`src/rtl/upsp_pkg.sv`:
```
// ==========================================================================
// Shared types of the 2x up-sampler: pixel and stream beat, register words,
// register map, flag position and the FSM state encodings
// ==========================================================================
package upsp_pkg;

	// One pixel word, source and destination alike
	typedef logic [31:0] pixel_t;

	// AXI-Stream beat, data plus last
	typedef struct packed {
		pixel_t data;
		logic   last;
	} axis_beat_t;

	typedef logic [1:0]  reg_addr_t;
	typedef logic [31:0] reg_data_t;

	// Register map
	localparam reg_addr_t REG_UPSTR  = 2'd0;
	localparam reg_addr_t REG_UPENDR = 2'd1;

	// Start and end flags use the same bit of their register
	localparam int FLAG_BIT = 0;

	// Control register file states
	typedef enum logic [1:0] {
		CTRL_IDLE,
		CTRL_BUSY,
		CTRL_DONE
	} ctrl_state_t;

	// Up-sampler states
	typedef enum logic [1:0] {
		CORE_IDLE,
		CORE_FETCH,
		CORE_EMIT,
		CORE_NEXT
	} core_state_t;

endpackage

```
`src/rtl/stream_in.sv`:
```
// ==========================================================================
// AXI-Stream slave with a small pixel FIFO serving core read requests
// ==========================================================================
`timescale 1ns/100ps

module stream_in #(
	parameter int FIFO_DEPTH = 8
) (
	input  logic                 clk,
	input  logic                 rst_n,
	input  logic                 s_valid,
	output logic                 s_ready,
	input  upsp_pkg::axis_beat_t s_beat,
	input  logic                 pix_rd,
	output logic                 pix_rvalid,
	output upsp_pkg::pixel_t     pix_rdata
);
	import upsp_pkg::*;

	localparam int PW = $clog2(FIFO_DEPTH);
	localparam int CW = $clog2(FIFO_DEPTH + 1);

	pixel_t        fifo_mem [FIFO_DEPTH];
	logic [PW-1:0] wr_ptr;
	logic [PW-1:0] rd_ptr;
	logic [CW-1:0] count;
	logic          pending;
	logic          req;
	logic          push;
	logic          pop;

	assign s_ready = (count != CW'(FIFO_DEPTH));
	assign push    = s_valid && s_ready;
	// A new strobe or one still waiting for data
	assign req     = pix_rd || pending;
	assign pop     = req && (count != '0);

	// Only the pixel is kept, last is not needed downstream
	always_ff @(posedge clk) begin
		if (push) begin
			fifo_mem[wr_ptr] <= s_beat.data;
		end
	end

	always_ff @(posedge clk) begin
		if (pop) begin
			pix_rdata <= fifo_mem[rd_ptr];
		end
	end

	always_ff @(posedge clk or negedge rst_n) begin
		if (!rst_n) begin
			wr_ptr     <= '0;
			rd_ptr     <= '0;
			count      <= '0;
			pending    <= 1'b0;
			pix_rvalid <= 1'b0;
		end else begin
			if (push) begin
				wr_ptr <= wr_ptr + 1'b1;
			end
			if (pop) begin
				rd_ptr <= rd_ptr + 1'b1;
			end
			count <= count + CW'(push) - CW'(pop);
			// Request parks here while the FIFO is empty
			pending    <= req && !pop;
			pix_rvalid <= pop;
		end
	end

	// A beat offered to a full FIFO is held until it is taken
	a_hold_when_full: assert property (@(posedge clk) disable iff (!rst_n)
		s_valid && !s_ready |=> s_valid && $stable(s_beat));

	// Core waits for rvalid before the next strobe
	a_one_request: assert property (@(posedge clk) disable iff (!rst_n)
		pending |-> !pix_rd);

endmodule

```
`src/rtl/upsp_core.sv`:
```
// ==========================================================================
// Nearest-neighbour 2x up-sampler, fetches a source row and writes every
// pixel twice across and the whole row twice down
// ==========================================================================
`timescale 1ns/100ps

module upsp_core #(
	parameter int SRC_W = 4,
	parameter int SRC_H = 2
) (
	input  logic             clk,
	input  logic             rst_n,
	input  logic             frame_go,
	output logic             pix_rd,
	input  logic             pix_rvalid,
	input  upsp_pkg::pixel_t pix_rdata,
	output logic             wrt,
	input  logic             wready,
	output upsp_pkg::pixel_t wdata
);
	import upsp_pkg::*;

	localparam int DST_W = 2 * SRC_W;
	// SRC_W is a power of two so the counter splits cleanly into fields
	localparam int XW    = $clog2(SRC_W);
	localparam int DW    = $clog2(2 * DST_W);
	localparam int RW    = (SRC_H > 1) ? $clog2(SRC_H) : 1;

	core_state_t   state;
	pixel_t        row_buf [SRC_W];
	logic [XW-1:0] fetch_cnt;
	logic          rd_busy;
	logic [DW-1:0] dst_cnt;
	logic [XW-1:0] src_col;
	logic [RW-1:0] row_cnt;
	logic          wr_fire;

	assign pix_rd  = (state == CORE_FETCH) && !rd_busy;
	assign wrt     = (state == CORE_EMIT);
	assign wr_fire = wrt && wready;

	// dst_cnt is {row copy, source column, pixel copy}
	assign src_col = dst_cnt[XW:1];
	assign wdata   = row_buf[src_col];

	// Row store
	always_ff @(posedge clk) begin
		if (pix_rvalid && (state == CORE_FETCH)) begin
			row_buf[fetch_cnt] <= pix_rdata;
		end
	end

	always_ff @(posedge clk or negedge rst_n) begin
		if (!rst_n) begin
			state     <= CORE_IDLE;
			fetch_cnt <= '0;
			rd_busy   <= 1'b0;
			dst_cnt   <= '0;
			row_cnt   <= '0;
		end else begin
			case (state)
				CORE_IDLE: begin
					if (frame_go) begin
						state     <= CORE_FETCH;
						fetch_cnt <= '0;
						rd_busy   <= 1'b0;
						row_cnt   <= '0;
					end
				end
				CORE_FETCH: begin
					if (pix_rd) begin
						rd_busy <= 1'b1;
					end
					if (pix_rvalid) begin
						rd_busy   <= 1'b0;
						fetch_cnt <= fetch_cnt + 1'b1;
						if (fetch_cnt == XW'(SRC_W - 1)) begin
							state   <= CORE_EMIT;
							dst_cnt <= '0;
						end
					end
				end
				CORE_EMIT: begin
					// Stalls here while both output banks are full
					if (wr_fire) begin
						dst_cnt <= dst_cnt + 1'b1;
						if (dst_cnt == DW'(2 * DST_W - 1)) begin
							state <= CORE_NEXT;
						end
					end
				end
				CORE_NEXT: begin
					fetch_cnt <= '0;
					if (row_cnt == RW'(SRC_H - 1)) begin
						state <= CORE_IDLE;
					end else begin
						row_cnt <= row_cnt + 1'b1;
						state   <= CORE_FETCH;
					end
				end
				default: state <= CORE_IDLE;
			endcase
		end
	end

	// Read data only comes back for a strobe still outstanding
	a_rvalid_when_busy: assert property (@(posedge clk) disable iff (!rst_n)
		pix_rvalid |-> (state == CORE_FETCH) && rd_busy);

	// Controller only starts a frame once the previous one has drained
	a_go_when_idle: assert property (@(posedge clk) disable iff (!rst_n)
		frame_go |-> (state == CORE_IDLE));

endmodule

```
`src/rtl/out_pingpong.sv`:
```
// ==========================================================================
// Output side, two ping-pong banks of two destination rows each and an
// AXI-Stream master that flags the last beat of the frame
// ==========================================================================
`timescale 1ns/100ps

module out_pingpong #(
	parameter int SRC_W = 4,
	parameter int SRC_H = 2
) (
	input  logic                 clk,
	input  logic                 rst_n,
	input  logic                 wrt,
	output logic                 wready,
	input  upsp_pkg::pixel_t     wdata,
	output logic                 m_valid,
	input  logic                 m_ready,
	output upsp_pkg::axis_beat_t m_beat,
	output logic                 frame_done
);
	import upsp_pkg::*;

	// Two destination rows per bank
	localparam int BANK_WORDS = 4 * SRC_W;
	localparam int BW         = $clog2(BANK_WORDS);
	localparam int PW         = (SRC_H > 1) ? $clog2(SRC_H) : 1;

	pixel_t        bank_mem [2][BANK_WORDS];
	logic [1:0]    full;
	logic          wr_sel;
	logic [BW-1:0] wr_cnt;
	logic          rd_sel;
	logic [BW-1:0] rd_cnt;
	logic [PW-1:0] pair_cnt;
	logic          m_end;
	logic          wr_fire;
	logic          wr_bank_end;
	logic          rd_bank_end;
	logic          fire;
	logic          load;

	assign wready      = !(&full);
	assign wr_fire     = wrt && wready;
	assign wr_bank_end = (wr_cnt == BW'(BANK_WORDS - 1));
	assign rd_bank_end = (rd_cnt == BW'(BANK_WORDS - 1));
	assign fire        = m_valid && m_ready;

	// Next word is fetched when the output register is free or emptying.
	// rd_sel flips as a bank's final word is loaded, so the bank still in
	// flight is always the other one.
	assign load = full[rd_sel] && (!m_valid || fire);

	assign frame_done = fire && m_beat.last;

	// Bank storage and output beat
	always_ff @(posedge clk) begin
		if (wr_fire) begin
			bank_mem[wr_sel][wr_cnt] <= wdata;
		end
		if (load) begin
			m_beat.data <= bank_mem[rd_sel][rd_cnt];
			m_beat.last <= rd_bank_end && (pair_cnt == PW'(SRC_H - 1));
		end
	end

	always_ff @(posedge clk or negedge rst_n) begin
		if (!rst_n) begin
			full     <= 2'b00;
			wr_sel   <= 1'b0;
			wr_cnt   <= '0;
			rd_sel   <= 1'b0;
			rd_cnt   <= '0;
			pair_cnt <= '0;
			m_end    <= 1'b0;
			m_valid  <= 1'b0;
		end else begin
			// Write side
			if (wr_fire) begin
				wr_cnt <= wr_cnt + 1'b1;
				if (wr_bank_end) begin
					full[wr_sel] <= 1'b1;
					wr_sel       <= !wr_sel;
					wr_cnt       <= '0;
				end
			end

			// Release a bank after its final beat has gone out
			if (fire && m_end) begin
				full[!rd_sel] <= 1'b0;
			end

			// Read side
			if (load) begin
				m_valid <= 1'b1;
				m_end   <= rd_bank_end;
				rd_cnt  <= rd_cnt + 1'b1;
				if (rd_bank_end) begin
					rd_cnt <= '0;
					rd_sel <= !rd_sel;
					if (pair_cnt == PW'(SRC_H - 1)) begin
						pair_cnt <= '0;
					end else begin
						pair_cnt <= pair_cnt + 1'b1;
					end
				end
			end else if (fire) begin
				m_valid <= 1'b0;
			end
		end
	end

	// Beat held steady under back-pressure
	a_beat_stable: assert property (@(posedge clk) disable iff (!rst_n)
		m_valid && !m_ready |=> m_valid && $stable(m_beat));

endmodule

```
`src/rtl/upsp_ctrl.sv`:
```
// ==========================================================================
// Control register file with the start and end flags, frame start pulse
// and end-of-frame write-back
// ==========================================================================
`timescale 1ns/100ps

module upsp_ctrl (
	input  logic                clk,
	input  logic                rst_n,
	input  logic                reg_wr,
	input  upsp_pkg::reg_addr_t reg_addr,
	input  upsp_pkg::reg_data_t reg_wdata,
	output logic                upstr,
	output logic                upendr,
	output logic                frame_go,
	input  logic                frame_done
);
	import upsp_pkg::*;

	ctrl_state_t state;
	logic        start_wr;
	logic        end_wr;

	assign start_wr = reg_wr && (reg_addr == REG_UPSTR);
	assign end_wr   = reg_wr && (reg_addr == REG_UPENDR);

	always_ff @(posedge clk or negedge rst_n) begin
		if (!rst_n) begin
			state    <= CTRL_IDLE;
			upstr    <= 1'b0;
			upendr   <= 1'b0;
			frame_go <= 1'b0;
		end else begin
			frame_go <= 1'b0;
			case (state)
				CTRL_IDLE: begin
					// Start only with a clear end flag
					if (start_wr && reg_wdata[FLAG_BIT] && !upendr) begin
						upstr    <= 1'b1;
						frame_go <= 1'b1;
						state    <= CTRL_BUSY;
					end else if (end_wr) begin
						upendr <= reg_wdata[FLAG_BIT];
					end
				end
				CTRL_BUSY: begin
					// Host writes have no effect mid-frame
					if (frame_done) begin
						upstr  <= 1'b0;
						upendr <= 1'b1;
						state  <= CTRL_DONE;
					end
				end
				CTRL_DONE: begin
					if (end_wr && !reg_wdata[FLAG_BIT]) begin
						upendr <= 1'b0;
						state  <= CTRL_IDLE;
					end
				end
				default: state <= CTRL_IDLE;
			endcase
		end
	end

	// Output side only finishes a frame that was started
	a_done_in_busy: assert property (@(posedge clk) disable iff (!rst_n)
		frame_done |-> (state == CTRL_BUSY));

endmodule

```
`src/rtl/upsp_top.sv`:
```
// ==========================================================================
// Up-sampler top level: stream input, core, ping-pong output and control
// ==========================================================================
`timescale 1ns/100ps

module upsp_top #(
	parameter int SRC_W      = 4,
	parameter int SRC_H      = 2,
	parameter int FIFO_DEPTH = 8
) (
	input  logic                 clk,
	input  logic                 rst_n,
	input  logic                 reg_wr,
	input  upsp_pkg::reg_addr_t  reg_addr,
	input  upsp_pkg::reg_data_t  reg_wdata,
	output logic                 upstr,
	output logic                 upendr,
	input  logic                 s_valid,
	output logic                 s_ready,
	input  upsp_pkg::axis_beat_t s_beat,
	output logic                 m_valid,
	input  logic                 m_ready,
	output upsp_pkg::axis_beat_t m_beat
);
	import upsp_pkg::*;

	// Read request path
	logic   pix_rd;
	logic   pix_rvalid;
	pixel_t pix_rdata;

	// Write path into the banks
	logic   wrt;
	logic   wready;
	pixel_t wdata;

	logic   frame_go;
	logic   frame_done;

	stream_in #(
		.FIFO_DEPTH (FIFO_DEPTH)
	) u_stream_in (
		.clk        (clk),
		.rst_n      (rst_n),
		.s_valid    (s_valid),
		.s_ready    (s_ready),
		.s_beat     (s_beat),
		.pix_rd     (pix_rd),
		.pix_rvalid (pix_rvalid),
		.pix_rdata  (pix_rdata)
	);

	upsp_core #(
		.SRC_W (SRC_W),
		.SRC_H (SRC_H)
	) u_upsp_core (
		.clk        (clk),
		.rst_n      (rst_n),
		.frame_go   (frame_go),
		.pix_rd     (pix_rd),
		.pix_rvalid (pix_rvalid),
		.pix_rdata  (pix_rdata),
		.wrt        (wrt),
		.wready     (wready),
		.wdata      (wdata)
	);

	out_pingpong #(
		.SRC_W (SRC_W),
		.SRC_H (SRC_H)
	) u_out_pingpong (
		.clk        (clk),
		.rst_n      (rst_n),
		.wrt        (wrt),
		.wready     (wready),
		.wdata      (wdata),
		.m_valid    (m_valid),
		.m_ready    (m_ready),
		.m_beat     (m_beat),
		.frame_done (frame_done)
	);

	upsp_ctrl u_upsp_ctrl (
		.clk        (clk),
		.rst_n      (rst_n),
		.reg_wr     (reg_wr),
		.reg_addr   (reg_addr),
		.reg_wdata  (reg_wdata),
		.upstr      (upstr),
		.upendr     (upendr),
		.frame_go   (frame_go),
		.frame_done (frame_done)
	);

endmodule

```
`config.mk`:
```
export PLATFORM = sky130hd
export DESIGN_NAME = upsp_top
export DESIGN_NICKNAME = d
export VERILOG_FILES = /design/src/rtl/upsp_pkg.sv /design/src/rtl/stream_in.sv /design/src/rtl/upsp_core.sv /design/src/rtl/out_pingpong.sv /design/src/rtl/upsp_ctrl.sv /design/src/rtl/upsp_top.sv
export SDC_FILE = /design/constraint.sdc
export NUM_CORES = 1
export LEC_CHECK = 0
export BUFFER_PORTS_ARGS = -buffer_cell sky130_fd_sc_hd__buf_4
export CORE_ASPECT_RATIO = 0.75
export CORE_MARGIN = 2
export CORE_UTILIZATION = 56
export DETAILED_ROUTE_END_ITERATION = 16
export PLACE_DENSITY_LB_ADDON = 0.15
export SLEW_MARGIN = 20
export SYNTH_ARGS = -nofsm -noshare
export SYNTH_HDL_FRONTEND = slang
export SYNTH_HIERARCHICAL = 1
export SYNTH_SLANG_ARGS = --single-unit
```
`constraint.sdc`:
```
create_clock -name clk -period 4.1 [get_ports clk]
set_input_delay 0.205 -clock clk [delete_from_list [all_inputs] [get_ports clk]]
set_output_delay 0.205 -clock clk [all_outputs]
set_load 0.02 [all_outputs]
```
==> metrics.md <==
| Metric | Value |
|---|---|
| H-Tree Depth | 4 |
| Synth top area cells | edfxtp_1, mux4_2, mux2i_1 |
| Global Route Usage Sum | 0.220 |
| Worst setup EP type | flip-flop |
| Dpl ws | 0.767 ns |
| Die Area | 106000 µm² |
| Post-synth EDFFs | 1473 |
| Synth Area per Inst | 22.5 µm² |
| Period utilisation layout | 0.806 |
| Layout cells sized above 1 | 0.247 |
| Setup violators final | 0 |
| PwrDens | 604 nW/µm² |
| Clock root buffer | clkbuf_16 |
| Vias in the first global route | 26900 |
| Slew HR | 0.369 |
| Core ar. | 102000 µm² |
| Clk buf depth | 3 |
| FMAX | 0.302 GHz |
| Synth area leader | edfxtp_1 |
| Cts repair resizes | 0 |
| Clock-pin slew on the worst setup and hold paths | 0.06 ns |
| Cell Area, Synth | 57600 µm² |
| Crit path max fanout | 23 |
| Sequential share of the synthesized area | 0.786 |
| Number of routed nets with antenna violations | 0 |
| Syn_nets | 2667 |
| Port Buf Inserts | 76 |
| Final Max Slew Viols | 0 |
| Largest net degree at the start of global routing | 65 |
| Crit path cell chain | inv_1 > ha_1 > a21boi_2 > nand2_1 > nor2_4 > buf_12 |
| Sink Count | 1515 |
| Clk Latency, worst-skew pair | 0.75 ns |
| Synth top cells by count | edfxtp_1, mux4_2, mux2i_1 |
| CP Launch Type | flip-flop |
| Hold Path Class | input pin to flip-flop |
| Global-route wire length before repair | 171000 µm |
| Yosys top cell area share | 0.768 |
| Hold Vio Cnt, Final | 0 |
| Setup TNS | 0 ns |
| CP Data Arrival Time | 3.74 ns |
| WS Path Type | flip-flop to flip-flop |
| Initial Util | 0.567 |
| Yosys cell types | 67 |
| Routed WL | 113000 µm |
| Synth Instances | 2567 |
| Number of synthesis warnings | 6 |
| Flops & latches, synth | 1515 |
| Final Critical Period | 3.31 ns |
| First-pass iteration count of the detailed router | 5 |
| DR vias/cell | 6.19 |
| P_leak | 20.4 nW |
| Routed WL per cell | 26.7 µm |
| Worst endpoint required time | 4.54 ns |
| Maxcap violations | 0 |
| TritonCTS clock tree | done |
| Clock Skew | 0.0292 ns |
| I/O Pins | 109 |
| Vias | 26300 |
| Area of the multi-input gates | 11700 µm² |
| Critical path's slowest cell | nand2_1 |
| Synth-to-layout area growth | 13.1% |
| Remaining global-route overflow | 0 |
| Hpwl dp | 67300 µm |
| RSZ-0062 raised after global routing | false |
| Num CTS Buffers | 141 |
| Initial antenna violation count | 0 |
| Die Ht | 282 µm |
| Most common cell in the netlist | edfxtp_1 |
| CP peak stage delay | 0.60 ns |
| Final #Nets | 2893 |
| Diodes inserted | 0 |
| Ys async rst share | 0.0277 |
| Post-CTS Setup Inserts | 0 |
| Layout fillers | 6665 |
| Ys flop type | edfxtp_1 |
| Row Count | 101 |
| Die Wd | 374 µm |
| Final worst setup slack | 0.794 ns |
| Slew of the pin with the lowest slew margin | 0.945 ns |
| Register area | 45300 µm² |
| DRC Markers | 0 |
| RePlAce Congestion | 0.776 |
| Outcome | finished clean |
| Worst vdd rail ir drop | 433 µV |
| DRT iter0 DRCs | 2305 |
| Hold buffers post-CTS | 45 |
-- critical path: cells and delay by family (launching register included) --
kind,cells,cell delay (ns)
and+or+nand+nor,2,1.17
AOI/OAI and AO/OA,1,0.51
adders and majority gates,1,0.45
DFF,1,0.43
buffers and inverters,2,0.40
-- kinds of logic (layout without fill, tap and decap cells) --
family / after synthesis / in the layout / share of synthesized area
AOI/OAI and AO/OA: 268 / 268 / 0.0335
xor gates and xnor gates: 11 / 11 / 0.00167
adders and majority gates: 28 / 28 / 0.00621
buffers and inverters: 155 / 493 / 0.0162
DFF: 1515 / 1515 / 0.786
muxes: 455 / 455 / 0.144
and+or+nand+nor: 135 / 135 / 0.0127
-- where the power goes --
part / switching [mW] / internal [mW]
combinational: 3.92 / 2.71
sequential: 0.636 / 19.6
clock: 5.38 / 7.15
-- state kept, by name (all words and copies together), names as in the netlist, 2 cells and up --
name / cells
u_stream_in/count: 4
u_stream_in/wr_ptr: 3
u_out_pingpong/full: 2
u_upsp_ctrl/state: 2
u_stream_in/rd_ptr: 3
u_out_pingpong/wr_cnt: 4
u_upsp_core/state: 2
u_upsp_core/fetch_cnt: 2
u_upsp_core/dst_cnt: 4
u_out_pingpong/bank_mem: 1024
u_out_pingpong/rd_cnt: 4
u_stream_in/pix_rdata: 32
u_stream_in/fifo_mem: 256
u_out_pingpong/m_beat: 33
u_upsp_core/row_buf: 128
-- placed cells by master (no fill, tap or decap), types with 5 or more instances in the layout --
cell type	n
a211oi_1	33
nor2_1	11
mux4_1	25
o21ai_0	11
nor2b_1	5
clkinv_2	19
and3_1	6
buf_4	148
inv_1	20
clkbuf_16	148
xnor2_1	8
mux2_2	34
buf_12	22
nand3_1	10
dfrtp_1	35
o221ai_1	32
edfxtp_1	1473
clkbuf_1	41
bufinv_16	8
a21o_1	6
dlygate4sd3_1	45
mux2i_1	132
ha_1	27
o22ai_1	32
mux4_2	263
clkinv_1	32
nor2_4	41
a22oi_1	98
nand2_1	25
a21oi_1	39
-- routing by layer --
| layer | part of all wire | GRT usage | wire [µm] |
|---|---|---|---|
| met1 | 0.44 | 0.322 | 49900 |
| met2 | 0.49 | 0.347 | 55100 |
| met3 | 0.053 | 0.0376 | 6000 |
| met4 | 0.021 | 0.0631 | 2340 |
| met5 | 0 | 0 | 0 |
-- worst paths after layout --
check                                                      start                                         to  slack, ns  cells past startpoint
max in group asynchronous                                  rst_n             u_stream_in/count[2]$_DFF_PN0_       2.54                      4
min in group asynchronous                                  rst_n             u_stream_in/count[0]$_DFF_PN0_       0.53                      3
worst max-delay path            u_upsp_core/state[0]$_DFFE_PN0P_  u_out_pingpong/bank_mem[0][244]$_DFFE_PP_       0.79                      6
worst min register to register  u_out_pingpong/m_end$_DFFE_PN0P_           u_out_pingpong/m_end$_DFFE_PN0P_       0.48                      1
worst min-delay path                                     m_ready         u_out_pingpong/m_valid$_DFFE_PN0P_       0.23                      3
worst max register to register  u_upsp_core/state[0]$_DFFE_PN0P_  u_out_pingpong/bank_mem[0][244]$_DFFE_PP_       0.79                      6
-- final cells by class --
type                            count  share of cell area
Clock inverter                     64             0.00802
Timing Repair Buffer              215              0.0307
Sequential cell                  1515               0.695
Tap cell                         1339              0.0257
Clock buffer                      191              0.0596
Multi-Input combinational cell    897               0.180
Inverter                           23             0.00132
-- through the flow --
step,utilization,instances,area (µm²),power [mW],hold WS [ns]
final,0.642,4244,65200,39.4,0.234
after detailed placement,0.594,3944,60400,27.3,0.266
after global placement,0.594,3944,60400,26.9,0.255
after floorplan,-,2567,57600,25.1,-0.0906
after global routing,0.642,4244,65200,40.9,0.216
after CTS,0.642,4244,65200,39.8,0.176
(Power assumes the default switching activity.)
